File: src/common/apu_consts.svh
`ifndef APU_CONSTS_SVH
`define APU_CONSTS_SVH

// ------------------------------
// register map
// ------------------------------

`define APU_PULSE0_BASE 16'h4000
`define APU_PULSE1_BASE 16'h4004
`define APU_NOISE_BASE  16'h400C
`define APU_STATUS_ADDR 16'h4015
`define APU_FRAME_ADDR  16'h4017

// APU ticks between two quarter-frame steps.
`define APU_FRAME_STEP 3729

// linear mixer weights.
`define APU_MIX_PULSE_GAIN 512
`define APU_MIX_NOISE_GAIN 256

`endif

File: src/common/apu_pkg.sv
package apu_pkg;

  // pulse duty cycle, as high steps out of eight.
  typedef enum logic [1:0] {
    duty_12 = 2'd0,
    duty_25 = 2'd1,
    duty_50 = 2'd2,
    duty_75 = 2'd3
  } duty_e;

  // frame sequencer mode, from bit 7 of 0x4017.
  typedef enum logic {
    mode_4step = 1'b0,
    mode_5step = 1'b1
  } frame_mode_e;

  // ------------------------------
  // length counter load table
  // ------------------------------

  localparam logic [7:0] LENGTH_TABLE [32] = '{
    8'd10,  8'd254, 8'd20,  8'd2,   8'd40,  8'd4,   8'd80,  8'd6,
    8'd160, 8'd8,   8'd60,  8'd10,  8'd14,  8'd12,  8'd26,  8'd14,
    8'd12,  8'd16,  8'd24,  8'd18,  8'd48,  8'd20,  8'd96,  8'd22,
    8'd192, 8'd24,  8'd72,  8'd26,  8'd16,  8'd28,  8'd32,  8'd30
  };

  // maps the 5-bit index written to a length register to its count.
  function automatic logic [7:0] length_lookup(input logic [4:0] index);
    return LENGTH_TABLE[index];
  endfunction

endpackage : apu_pkg

File: src/common/apu_bus_if.sv
`timescale 1ns/100ps

interface apu_bus_if;

  logic [15:0] addr;       // cpu write address.
  logic [7:0]  data;
  logic        we;
  logic        cpu_clk_en;
  logic        apu_clk_en;
  logic        quarter_tick; // envelope clock.
  logic        half_tick;    // length counter clock.

  modport frame (
    input  addr, data, we, cpu_clk_en, apu_clk_en,
    output quarter_tick, half_tick
  );

  modport chan (
    input addr, data, we, cpu_clk_en, apu_clk_en, quarter_tick, half_tick
  );

  modport status (input addr, data, we, cpu_clk_en);

endinterface : apu_bus_if

File: src/noise/noise_channel.sv
`timescale 1ns/100ps
`include "apu_consts.svh"

module noise_channel (
  input  logic       clk,
  input  logic       rst_l,
  apu_bus_if.chan    bus,
  input  logic       enable,
  output logic       length_non_zero,
  output logic [3:0] level
);

  localparam logic [11:0] PERIOD_TABLE [16] = '{
    12'd4,   12'd8,   12'd16,  12'd32,  12'd64,  12'd96,   12'd128,  12'd160,
    12'd202, 12'd254, 12'd380, 12'd508, 12'd762, 12'd1016, 12'd2034, 12'd4068
  };

  logic        loop_halt, const_vol, mode;
  logic [3:0]  vol, period_index;
  logic [11:0] timer;
  logic [14:0] lfsr;
  logic        feedback;
  logic [3:0]  env_level;
  logic        wr_ok, wr0, wr2, wr3;

  assign wr_ok = bus.we & bus.cpu_clk_en;
  assign wr0   = wr_ok & (bus.addr == `APU_NOISE_BASE);
  assign wr2   = wr_ok & (bus.addr == `APU_NOISE_BASE + 16'd2);
  assign wr3   = wr_ok & (bus.addr == `APU_NOISE_BASE + 16'd3);

  always_ff @(posedge clk, negedge rst_l) begin
    if (!rst_l) begin
      loop_halt    <= 1'b0;
      const_vol    <= 1'b0;
      vol          <= '0;
      mode         <= 1'b0;
      period_index <= '0;
    end else begin
      if (wr0) begin
        loop_halt <= bus.data[5];
        const_vol <= bus.data[4];
        vol       <= bus.data[3:0];
      end
      if (wr2) begin
        mode         <= bus.data[7];
        period_index <= bus.data[3:0];
      end
    end
  end

  // mode 1 taps bit 6 for the short, metallic sequence.
  assign feedback = lfsr[0] ^ (mode ? lfsr[6] : lfsr[1]);

  always_ff @(posedge clk, negedge rst_l) begin
    if (!rst_l) begin
      timer <= '0;
      lfsr  <= 15'd1;
    end else if (bus.apu_clk_en) begin
      if (timer == 12'd0) begin
        timer <= PERIOD_TABLE[period_index];
        lfsr  <= {feedback, lfsr[14:1]};
      end else begin
        timer <= timer - 12'd1;
      end
    end
  end

  envelope i_env (
    .clk, .rst_l, .quarter_tick(bus.quarter_tick), .start(wr3),
    .loop_flag(loop_halt), .const_vol, .vol, .level(env_level));

  length_counter i_len (
    .clk, .rst_l, .half_tick(bus.half_tick), .load(wr3), .halt(loop_halt),
    .enable, .load_index(bus.data[7:3]), .non_zero(length_non_zero));

  assign level = (!lfsr[0] && length_non_zero) ? env_level : 4'd0;

endmodule : noise_channel

File: src/pulse/pulse_channel.sv
`timescale 1ns/100ps

module pulse_channel #(
  parameter logic [15:0] BASE_ADDR = 16'h4000
) (
  input  logic       clk,
  input  logic       rst_l,
  apu_bus_if.chan    bus,
  input  logic       enable,
  output logic       length_non_zero,
  output logic [3:0] level
);

  import apu_pkg::*;

  duty_e       duty;
  logic        loop_halt, const_vol;
  logic [3:0]  vol;
  logic [10:0] period, timer;
  logic [2:0]  seq;
  logic        duty_bit;
  logic [3:0]  env_level;
  logic        wr_ok, wr0, wr2, wr3;

  // the sweep register at BASE_ADDR + 1 is not decoded.
  assign wr_ok = bus.we & bus.cpu_clk_en;
  assign wr0   = wr_ok & (bus.addr == BASE_ADDR);
  assign wr2   = wr_ok & (bus.addr == BASE_ADDR + 16'd2);
  assign wr3   = wr_ok & (bus.addr == BASE_ADDR + 16'd3);

  always_ff @(posedge clk, negedge rst_l) begin
    if (!rst_l) begin
      duty      <= duty_12;
      loop_halt <= 1'b0;
      const_vol <= 1'b0;
      vol       <= '0;
      period    <= '0;
    end else begin
      if (wr0) begin
        duty      <= duty_e'(bus.data[7:6]);
        loop_halt <= bus.data[5];
        const_vol <= bus.data[4];
        vol       <= bus.data[3:0];
      end
      if (wr2)
        period[7:0] <= bus.data;
      if (wr3)
        period[10:8] <= bus.data[2:0];
    end
  end

  // ------------------------------
  // timer and duty sequencer
  // ------------------------------

  always_ff @(posedge clk, negedge rst_l) begin
    if (!rst_l) begin
      timer <= '0;
      seq   <= '0;
    end else if (wr3) begin
      seq <= '0; // a length write restarts the waveform.
    end else if (bus.apu_clk_en) begin
      if (timer == 11'd0) begin
        timer <= period;
        seq   <= seq + 3'd1;
      end else begin
        timer <= timer - 11'd1;
      end
    end
  end

  always_comb begin
    unique case (duty)
      duty_12: duty_bit = (seq == 3'd7);
      duty_25: duty_bit = (seq >= 3'd6);
      duty_50: duty_bit = (seq >= 3'd4);
      duty_75: duty_bit = (seq < 3'd6);
    endcase
  end

  envelope i_env (
    .clk, .rst_l, .quarter_tick(bus.quarter_tick), .start(wr3),
    .loop_flag(loop_halt), .const_vol, .vol, .level(env_level));

  length_counter i_len (
    .clk, .rst_l, .half_tick(bus.half_tick), .load(wr3), .halt(loop_halt),
    .enable, .load_index(bus.data[7:3]), .non_zero(length_non_zero));

  // short periods would be ultrasonic and are muted.
  assign level = (duty_bit && length_non_zero && (period >= 11'd8)) ? env_level : 4'd0;

endmodule : pulse_channel

File: src/rtl/apu.sv
`timescale 1ns/100ps
`include "apu_consts.svh"

module apu (
  input  logic        clk,
  input  logic        rst_l,
  input  logic        cpu_clk_en,
  input  logic        apu_clk_en,
  input  logic [15:0] direct_addr,
  input  logic [7:0]  direct_data_in,
  input  logic        direct_we,
  input  logic [15:0] reg_addr,
  input  logic        reg_en,
  input  logic        reg_we,
  output logic [7:0]  reg_data_out,
  output logic        irq_l,
  output logic [15:0] audio_out
);

  apu_bus_if bus ();

  logic [3:0] pulse0_level, pulse1_level, noise_level;
  logic [2:0] enables;      // pulse0, pulse1, noise from bit 0 up.
  logic [2:0] length_flags;
  logic       frame_irq, irq_clear;

  assign bus.addr       = direct_addr;
  assign bus.data       = direct_data_in;
  assign bus.we         = direct_we;
  assign bus.cpu_clk_en = cpu_clk_en;
  assign bus.apu_clk_en = apu_clk_en;

  frame_counter i_frame (.clk, .rst_l, .bus(bus.frame), .irq_clear, .frame_irq);

  pulse_channel #(.BASE_ADDR(`APU_PULSE0_BASE)) i_pulse0 (
    .clk, .rst_l, .bus(bus.chan), .enable(enables[0]),
    .length_non_zero(length_flags[0]), .level(pulse0_level));

  pulse_channel #(.BASE_ADDR(`APU_PULSE1_BASE)) i_pulse1 (
    .clk, .rst_l, .bus(bus.chan), .enable(enables[1]),
    .length_non_zero(length_flags[1]), .level(pulse1_level));

  noise_channel i_noise (
    .clk, .rst_l, .bus(bus.chan), .enable(enables[2]),
    .length_non_zero(length_flags[2]), .level(noise_level));

  apu_status i_status (
    .clk, .rst_l, .bus(bus.status), .reg_addr, .reg_en, .reg_we, .frame_irq,
    .length_flags, .enables, .irq_clear, .reg_data_out, .irq_l);

  mixer i_mixer (
    .clk, .rst_l, .pulse0(pulse0_level), .pulse1(pulse1_level),
    .noise(noise_level), .audio_out);

endmodule : apu

File: src/rtl/apu_status.sv
`timescale 1ns/100ps
`include "apu_consts.svh"

module apu_status (
  input  logic        clk,
  input  logic        rst_l,
  apu_bus_if.status   bus,
  input  logic [15:0] reg_addr,
  input  logic        reg_en,
  input  logic        reg_we,
  input  logic        frame_irq,
  input  logic [2:0]  length_flags,
  output logic [2:0]  enables,
  output logic        irq_clear,
  output logic [7:0]  reg_data_out,
  output logic        irq_l
);

  logic [2:0] enable_q;
  logic       status_wr, status_rd;

  assign status_wr = bus.we & bus.cpu_clk_en & (bus.addr == `APU_STATUS_ADDR);
  assign status_rd = reg_en & ~reg_we & bus.cpu_clk_en & (reg_addr == `APU_STATUS_ADDR);

  // the new enables reach the length counters on the write edge itself.
  assign enables = status_wr ? bus.data[2:0] : enable_q;

  always_ff @(posedge clk, negedge rst_l) begin
    if (!rst_l)
      enable_q <= '0;
    else
      enable_q <= enables;
  end

  always_ff @(posedge clk, negedge rst_l) begin
    if (!rst_l)
      reg_data_out <= '0;
    else if (status_rd)
      reg_data_out <= {1'b1, frame_irq, 1'b0, 2'b00, length_flags};
  end

  assign irq_clear = status_rd; // reading the status acknowledges the interrupt.
  assign irq_l     = ~frame_irq;

  // a channel switched off shows a clear length flag from the next cycle.
  assert property (@(posedge clk) disable iff (!rst_l)
    status_wr |=> ((length_flags & ~enable_q) == 3'b000));

endmodule : apu_status

File: src/rtl/envelope.sv
`timescale 1ns/100ps

module envelope (
  input  logic       clk,
  input  logic       rst_l,
  input  logic       quarter_tick,
  input  logic       start,
  input  logic       loop_flag,
  input  logic       const_vol,
  input  logic [3:0] vol,
  output logic [3:0] level
);

  logic [3:0] divider;
  logic [3:0] decay;

  always_ff @(posedge clk, negedge rst_l) begin
    if (!rst_l) begin
      divider <= '0;
      decay   <= '0;
    end else if (start) begin
      decay   <= 4'hf;
      divider <= vol;
    end else if (quarter_tick) begin
      if (divider == 4'd0) begin
        divider <= vol; // vol doubles as the decay period.
        if (decay != 4'd0)
          decay <= decay - 4'd1;
        else if (loop_flag)
          decay <= 4'hf;
      end else begin
        divider <= divider - 4'd1;
      end
    end
  end

  assign level = const_vol ? vol : decay;

endmodule : envelope

File: src/rtl/frame_counter.sv
`timescale 1ns/100ps
`include "apu_consts.svh"

module frame_counter (
  input  logic           clk,
  input  logic           rst_l,
  apu_bus_if.frame       bus,
  input  logic           irq_clear,
  output logic           frame_irq
);

  import apu_pkg::*;

  logic [14:0] div;
  logic [2:0]  step;
  frame_mode_e mode;
  logic        inhibit;
  logic        frame_wr, step_end, last_step, skip_step;

  assign frame_wr  = bus.we & bus.cpu_clk_en & (bus.addr == `APU_FRAME_ADDR);
  assign step_end  = bus.apu_clk_en & (div == 15'(`APU_FRAME_STEP - 1));
  assign last_step = (mode == mode_4step) ? (step == 3'd3) : (step == 3'd4);
  assign skip_step = (mode == mode_5step) & (step == 3'd3); // 5-step mode has an idle step.

  assign bus.quarter_tick = step_end & ~skip_step;
  assign bus.half_tick    = step_end & ((step == 3'd1) | last_step);

  always_ff @(posedge clk, negedge rst_l) begin
    if (!rst_l) begin
      div     <= '0;
      step    <= '0;
      mode    <= mode_4step;
      inhibit <= 1'b0;
    end else if (frame_wr) begin
      div     <= '0; // a write restarts the sequence.
      step    <= '0;
      mode    <= frame_mode_e'(bus.data[7]);
      inhibit <= bus.data[6];
    end else if (step_end) begin
      div  <= '0;
      step <= last_step ? 3'd0 : step + 3'd1;
    end else if (bus.apu_clk_en) begin
      div <= div + 15'd1;
    end
  end

  always_ff @(posedge clk, negedge rst_l) begin
    if (!rst_l)
      frame_irq <= 1'b0;
    else if (irq_clear || (frame_wr && bus.data[6]))
      frame_irq <= 1'b0;
    else if (step_end && (mode == mode_4step) && (step == 3'd3) && !inhibit)
      frame_irq <= 1'b1;
  end

  // a tick lands on an apu enable and is never two cycles long.
  assert property (@(posedge clk) disable iff (!rst_l)
    bus.quarter_tick |-> bus.apu_clk_en ##1 !bus.quarter_tick);

endmodule : frame_counter

File: src/rtl/length_counter.sv
`timescale 1ns/100ps

module length_counter (
  input  logic       clk,
  input  logic       rst_l,
  input  logic       half_tick,
  input  logic       load,
  input  logic       halt,
  input  logic       enable,
  input  logic [4:0] load_index,
  output logic       non_zero
);

  import apu_pkg::*;

  logic [7:0] count;

  always_ff @(posedge clk, negedge rst_l) begin
    if (!rst_l)
      count <= '0;
    else if (!enable)
      count <= '0; // a disabled channel stays silent.
    else if (load)
      count <= length_lookup(load_index);
    else if (half_tick && !halt && (count != 8'd0))
      count <= count - 8'd1;
  end

  assign non_zero = (count != 8'd0);

  assert property (@(posedge clk) disable iff (!rst_l)
    !enable |=> (count == 8'd0));

endmodule : length_counter

File: src/rtl/mixer.sv
`timescale 1ns/100ps
`include "apu_consts.svh"

module mixer (
  input  logic        clk,
  input  logic        rst_l,
  input  logic [3:0]  pulse0,
  input  logic [3:0]  pulse1,
  input  logic [3:0]  noise,
  output logic [15:0] audio_out
);

  logic [4:0]  pulse_sum;
  logic [15:0] mix_sum;

  // a linear stand-in for the console's mixing table.
  assign pulse_sum = {1'b0, pulse0} + {1'b0, pulse1};
  assign mix_sum   = 16'(pulse_sum) * 16'(`APU_MIX_PULSE_GAIN)
                   + 16'(noise) * 16'(`APU_MIX_NOISE_GAIN);

  always_ff @(posedge clk, negedge rst_l) begin
    if (!rst_l)
      audio_out <= '0;
    else
      audio_out <= mix_sum; // peak is 19200 and fits.
  end

endmodule : mixer

File: config.mk
export PLATFORM = sky130hd
export DESIGN_NAME = apu
export DESIGN_NICKNAME = d
export VERILOG_FILES = /design/src/common/apu_pkg.sv /design/src/common/apu_bus_if.sv /design/src/noise/noise_channel.sv /design/src/pulse/pulse_channel.sv /design/src/rtl/apu.sv /design/src/rtl/apu_status.sv /design/src/rtl/envelope.sv /design/src/rtl/frame_counter.sv /design/src/rtl/length_counter.sv /design/src/rtl/mixer.sv
export VERILOG_INCLUDE_DIRS = /design/src /design/src/common
export SDC_FILE = /design/constraint.sdc
export NUM_CORES = 1
export LEC_CHECK = 0
export BUFFER_PORTS_ARGS = -buffer_cell sky130_fd_sc_hd__buf_2
export CORE_MARGIN = 8
export CORE_UTILIZATION = 60
export CTS_BUF_LIST = sky130_fd_sc_hd__clkbuf_16
export DETAILED_ROUTE_END_ITERATION = 10
export PLACE_DENSITY = 0.79
export SLEW_MARGIN = 20
export SYNTH_ARGS = -nofsm -noshare
export SYNTH_HDL_FRONTEND = slang
export SYNTH_SLANG_ARGS = --single-unit
File: constraint.sdc
create_clock -name clk -period 7.5 [get_ports clk]
set_input_delay 0.375 -clock clk [delete_from_list [all_inputs] [get_ports clk]]
set_output_delay 0.375 -clock clk [all_outputs]
set_load 0.02 [all_outputs]
Yosys cells after proc, flatten, opt, wreduce, memory -nomap -nowiden:

Memories as Yosys holds them, arrays and structs flattened.
Cells that the tools add are included.

* $add $sub $neg: 18
* order comparisons: 10
* equality and inequality tests: 27
* muxes and demuxes: 65
* bitwise logic cells: 29
* reductions and logical operators: 59

Operator list (count)
* $eq 16x15->1 const B: 12
* $mux 4: 30
* $mux 8: 11
* $mux 15: 3
* $mux 12: 3
* $mux 3: 10
* $reduce_bool 2->1: 12
* $reduce_bool 8->1: 3
* $sub 4x1->4 const B: 6
* $sub 8x1->8 const B: 3
* $ge 11x4->1 const B: 2
* $logic_not 11->1: 2
* $mux 11: 2
* $sub 11x1->11 const B: 2
* $and 1x1->1: 19
* $add 14x12->15: 1
* $add 15x1->15 const B: 1
* $eq 15x12->1 const B: 1
* $logic_and 1x1->1: 15
* $ge 3x3->1 const B: 4
* $logic_not 12->1: 1
* $logic_not 4->1: 3
* $reduce_bool 3->1: 4
* $reduce_bool 4->1: 3
* 24 further kinds: 55

* flip-flop bits (word level): 197
* ROM bits: 448
* input bits: 47
* output and inout port bits: 25
* logic and storage cells: 250
* memories kept: 2

Memory list
* (name not given): depth 32, bits a word 8, read ports 1, clocked after memory_dff 0, write ports 0, line apu_pkg.sv:30 `return LENGTH_TABLE[index];`
* (name not given): depth 16, bits a word 12, read ports 1, clocked after memory_dff 0, write ports 0, line noise_channel.sv:60 `timer <= PERIOD_TABLE[period_index];`

Longest topological paths before layout:

* depth in word-level cells: 9
* depth in mapped cells: 16
* gate-level depth less buffers: 16

Cells and area by module:

A second synthesis with hierarchy kept.

* cells, all modules: 1206
* area, all modules: 11985.2 sq um

By module, submodules not included
* noise_channel: times used 1, cells an instance 184, area an instance 2037.0 sq um, seq. area each 952.2 sq um
* length_counter at i_noise.i_len ...: times used 2, cells an instance 106, area an instance 883.3 sq um, seq. area each 200.2 sq um
* pulse_channel at i_pulse1: times used 1, cells an instance 157, area an instance 1749.2 sq um, seq. area each 825.8 sq um
* pulse_channel at i_pulse0: times used 1, cells an instance 157, area an instance 1729.2 sq um, seq. area each 825.8 sq um
* envelope: times used 3, cells an instance 62, area an instance 545.5 sq um, seq. area each 200.2 sq um
* frame_counter: times used 1, cells an instance 132, area an instance 1242.4 sq um, seq. area each 525.5 sq um
* length_counter at i_pulse0.i_len: times used 1, cells an instance 98, area an instance 850.8 sq um, seq. area each 200.2 sq um
* mixer: times used 1, cells an instance 44, area an instance 520.5 sq um, seq. area each 175.2 sq um
* apu_status: times used 1, cells an instance 36, area an instance 452.9 sq um, seq. area each 200.2 sq um

Worst setup path before layout:

No wires, ideal clock.

* path kind: register to register
* start: reg i_pulse0.i_len.count[3]
* end: reg i_mixer.audio_out[12]
* setup time: 0.079 ns
* arrival time: 2.902 ns
* data required time: 7.421 ns
* slack: 4.519 ns
* cell stages (with the launch flop): 14
* path buffers: 0
* period minus slack after synthesis: 2.981 ns
* cells stage by stage: dfrtp_1 -> or4_1 -> nor3_1 -> a21oi_1 -> nand2_1 -> nor2_1 -> ha_1 -> inv_1 -> fa_1 -> inv_1 -> ha_1 -> a21o_1 -> a21oi_1 -> xor2_1

* word-level cells in the longest chain between the ends: 6

Ends and longest elaborated chain
* start, declared: line length_counter.sv:16 `logic [7:0] count;`
* start signal, assigned: line length_counter.sv:24 `count <= length_lookup(load_index);`
* start signal, assigned: line length_counter.sv:26 `count <= count - 8'd1;`
* $reduce_bool 8->1: line length_counter.sv:29 `assign non_zero = (count != 8'd0);`
* $logic_and 1x1->1 (2 in a row): line pulse_channel.sv:90 `assign level = (duty_bit && length_non_zero && (period >= 11'd8)) ? env_level : 4'd0;`
* $mux 4: line pulse_channel.sv:90
* $add 4x4->5: line mixer.sv:17 `assign pulse_sum = {1'b0, pulse0} + {1'b0, pulse1};`
* $add 14x12->15: line mixer.sv:18 `` assign mix_sum = 16'(pulse_sum) * 16'(`APU_MIX_PULSE_GAIN) ``
* net i_mixer.mix_sum[12]: line mixer.sv:14 `logic [15:0] mix_sum;`
* end signal, assigned: line mixer.sv:25 `audio_out <= mix_sum;`
* end, declared: line mixer.sv:10 `output logic [15:0] audio_out`

The timed path passes the listed nets, and every way through them passes these cells.
A chain may end at the register's enable or synchronous reset.

Final worst setup path:

Same ends and word-level chain as after synthesis.

==> metrics <==
complex-gate fraction of the synthesized area=roughly 15%; Worst-path clk slew=70 ps; mux share of post-synthesis cell area=under 10%; fin util=around 67%; largest net degree at the start of global routing=127; via/cell ratio=slightly above 6; post-synthesis async set-or-reset flop share=between 90% and 100%; Tmin final=3330 ps; core area=0.0172 mm²; Yosys reg bits=roughly 190; Hold Vio Cnt, Final=0; WS Path Type=reg -> reg; clk buf depth=2; GRT Total Usage=23.3%; CTS Buf Count=17; met2 WL=about 12 mm; vias in the first global route=8,304; area grow syn2layout=8.95%; final setup violation count=0; # rows=48; largest family of logic cells by synthesized area=simple AND/OR/NAND/NOR gates; post-synthesis simple-gate area fraction=roughly a fifth; critical path capture point type=flip-flop; Fillers=around 1,300; EDFF count, synth=0; DR vias=~8,600; Setup TNS Final=0 ps; fmax=0.300 GHz; Psw=0.664 mW; Nets=~1,300; outcome=finished clean; Synth warnings=0; worst-path cell chain=or4_1 -> nor3_1 -> a21oi_1 -> nand2_1 -> nor2_1 -> ha_1 -> inv_1 -> fa_1 -> inv_1 -> ha_1 -> a21o_1 -> a21oi_1 -> xor2_1; antenna violations before repair=0; post-DP HPWL=17.7 mm; die width=roughly 150 µm; Hold Crit Class=in -> async; syn avg cell area=a little over 9 µm²; start of the worst register-to-register path=i_pulse0.i_len.count[3]; Post-CTS Hold Buffers=0; H-tree depth=4; Starting DRT DRC Count=roughly 690; unrepaired setup endpoints after global routing=no; die height=149 µm; Clock Power Share=between 30% and 40%; antenna diode count=0; leak pwr=5.33 nW; clock sink total=between 150 and 200; post-CTS resize count=0; crit path launch=i_pulse0.i_len.count[3]; delay of the slowest cell on the worst path=about 570 ps; Adder-Cell Fraction of Synth Area=between 4 and 5%; Comb power frac=around an eighth; post-route ant nets=0; Top delay family on crit path=simple AND/OR/NAND/NOR gates; Setup Skew=about 12 ps; Int Pwr=between 1.5 and 2 mW; post-synthesis cell count=between 1,000 and 1,500; WL final=24.9 mm; Synth cell types=76; Synth Cell Area=0.0106 mm²; drc violations=0; critical path data required time=between 7000 and 8000 ps; grt ovf=0; sequential element share of the synthesized area=between 40 and 50%; layout cells sized above 1=~14%; Post-Synth XOR/XNOR Area=between 3 and 4%; max layer used=met4; CP Launch Type=flip-flop; WL met3=around 1.5 mm; sequential group share of total power=between 40 and 50%; Worst slew margin=28.2%; total of max-cap violations=0; worst skew pair latency=around 440 ps; Peak VDD IR=around 0.18 mV; Power Density=210 mW/mm²; CTS tree=done; final slew viol count=0; Crit-path slowest cell=or4_1; Starting Density=between 60% and 70%; die area=approximately 0.022 mm²; first-pass iteration count of the detailed router=6; worst-path maximum fanout=5; drt wl/cell=roughly 18 µm; Critical path buffers and inverters=2; WL met1=approximately 11 mm; CP Data Arrival Time=3690 ps; IO Port Bufs=59; first-pass GRT wire length=just over 40 mm; Net Sw Frac=27.5%; period utilization=between 40% and 50%; Routability Congestion=0.895; buffer count from post-CTS setup fixing=0; CTS root buf=clkbuf_16; Top Ports=72; Main synth FF type=dfrtp_1; Worst-Margin Slew=roughly 1100 ps
[power by group through the flow]
stage / Sequential, mW / Combinational (mW) / Clock [mW]
6_report: 1.20 / 0.296 / 0.920
4_1_cts: 1.19 / 0.296 / 0.931
5_1_grt: 1.21 / 0.342 / 0.974
3_5_place_dp: 1.21 / 0.297 / 0
2_1_floorplan: 1.19 / 0.222 / 0
3_3_place_gp: 1.21 / 0.285 / 0
[area by class of cell]
class / count / area [µm²] / area share, %
Sequential cell: 188 / 4710 / 40.9
Multi-Input combinational cell: 854 / 5390 / 46.9
Clock buffer: 17 / 425 / 3.70
Inverter: 52 / 195 / 1.70
Timing Repair Buffer: 63 / 334 / 2.90
Tap cell: 225 / 282 / 2.45
Clock inverter: 15 / 169 / 1.47
[sequential cells by signal, indices dropped and copies added, names as in the netlist, 4 cells and up]
register and count:
i_pulse1.i_len.count 8, i_noise.i_env.decay 4, i_pulse0.i_env.divider 4, i_pulse1.i_env.decay 4, i_pulse0.period 11, i_noise.i_env.divider 4, i_pulse1.period 11, i_pulse0.i_env.decay 4
i_pulse1.i_env.divider 4, i_pulse0.i_len.count 8, i_noise.timer 12, i_pulse1.timer 11, i_status.reg_data_out 5, i_mixer.audio_out 7, i_noise.i_len.count 8, i_noise.vol 4
i_pulse0.vol 4, i_noise.lfsr 15, i_frame.div 15, i_pulse0.timer 11, i_pulse1.vol 4, i_noise.period_index 4
[synthesized netlist by cell type (all sizes together) (14+ instances only)]
cell    count  area, µm²
nand3      30        150
nand2b     18        113
inv        52        195
dfrtp     187       4680
mux2       50        563
mux2i      18        180
and3       14       87.6
xor2       28        245
nor3       44        235
or4        15        120
nor2       97        367
o21ai      93        469
nand2     135        507
a21oi      91        455
ha         36        450
nor4       21        168
buf        29        175
clkbuf     35        131
[metal layers]
layer	track usage [%]	up-vias
li1	-	4120
met1	30.8	4112
met2	37.5	287
met3	4.95	37
met4	7.29	0
met5	0	-
[final timing paths]
kind	cells past startpoint	to	slack [ps]
max	13	i_mixer.audio_out[12]	4170
min	1	i_frame.div[5]	40
max reg2reg	13	i_mixer.audio_out[12]	4170
min reg2reg	1	i_status.reg_data_out[7]	480
max in group asynchronous	2	i_pulse0.i_env.divider[0]	6120
min in group clk	3	i_pulse1.period[9]	320
[worst reg2reg max path: stages, from the launching register on]
cell and delay, ps:
dfrtp_1 430, or4_1 570, nor3_1 410, a21oi_1 80, nand2_1 160, nor2_1 70, ha_1 190, inv_1 70
fa_1 400, inv_1 100, ha_1 230, a21o_1 160, a21oi_1 220, xor2_1 160
[logic make-up after synthesis]
| group | after synthesis |
|---|---|
| simple gates | 438 |
| compound gates | 260 |
| flops | 188 |
| buf+inv | 116 |
| mux | 68 |
| fa+ha+maj | 38 |
| xor+xnor | 38 |
| other cells | 1 |
[layout by cell type (no fill, tap or decap), types with 4 or more instances in the layout]
cell type / Yosys / layout
a21oi_1: 91 / 91
o2111ai_1: 4 / 4
or4_1: 13 / 13
and2_1: 6 / 6
a21o_1: 7 / 7
nand4_1: 11 / 11
o22ai_1: 7 / 7
mux2_2: 50 / 50
buf_4: 12 / 4
a22oi_1: 5 / 5
o211ai_1: 6 / 6
a22o_1: 5 / 5
dfrtp_1: 187 / 187
buf_2: 11 / 58
nor2_1: 96 / 96
or2_2: 6 / 6
nor3b_1: 4 / 4
clkbuf_16: 0 / 17
xnor2_1: 10 / 10
nor4_1: 18 / 18
inv_1: 50 / 50
and3_1: 14 / 14
xor2_1: 28 / 28
nand2b_1: 18 / 18
mux2i_1: 18 / 18
nand2_1: 135 / 135
o21ai_0: 90 / 90
nor2b_1: 4 / 4
or3_1: 11 / 11
conb_1: 1 / 12
nor3_1: 41 / 41
o41ai_1: 5 / 5
a31oi_1: 7 / 7
nand3_1: 30 / 30
ha_1: 36 / 36
clkinv_1: 0 / 4
[stage by stage]
| step | hold WS [ps] | cell area [µm²] | setup WS, ps | power [mW] | cells |
|---|---|---|---|---|---|
| 2_1_floorplan | 79.4 | 10600 | 4520 | 1.41 | 1158 |
| 3_3_place_gp | 451 | 10900 | 4350 | 1.50 | 1382 |
| 3_5_place_dp | 468 | 10900 | 4220 | 1.51 | 1382 |
| 4_1_cts | 115 | 11500 | 4190 | 2.42 | 1414 |
| 5_1_grt | 136 | 11500 | 3980 | 2.53 | 1414 |
| 6_report | 44.3 | 11500 | 4170 | 2.41 | 1414 |
Power figures use the tool's default switching activity.
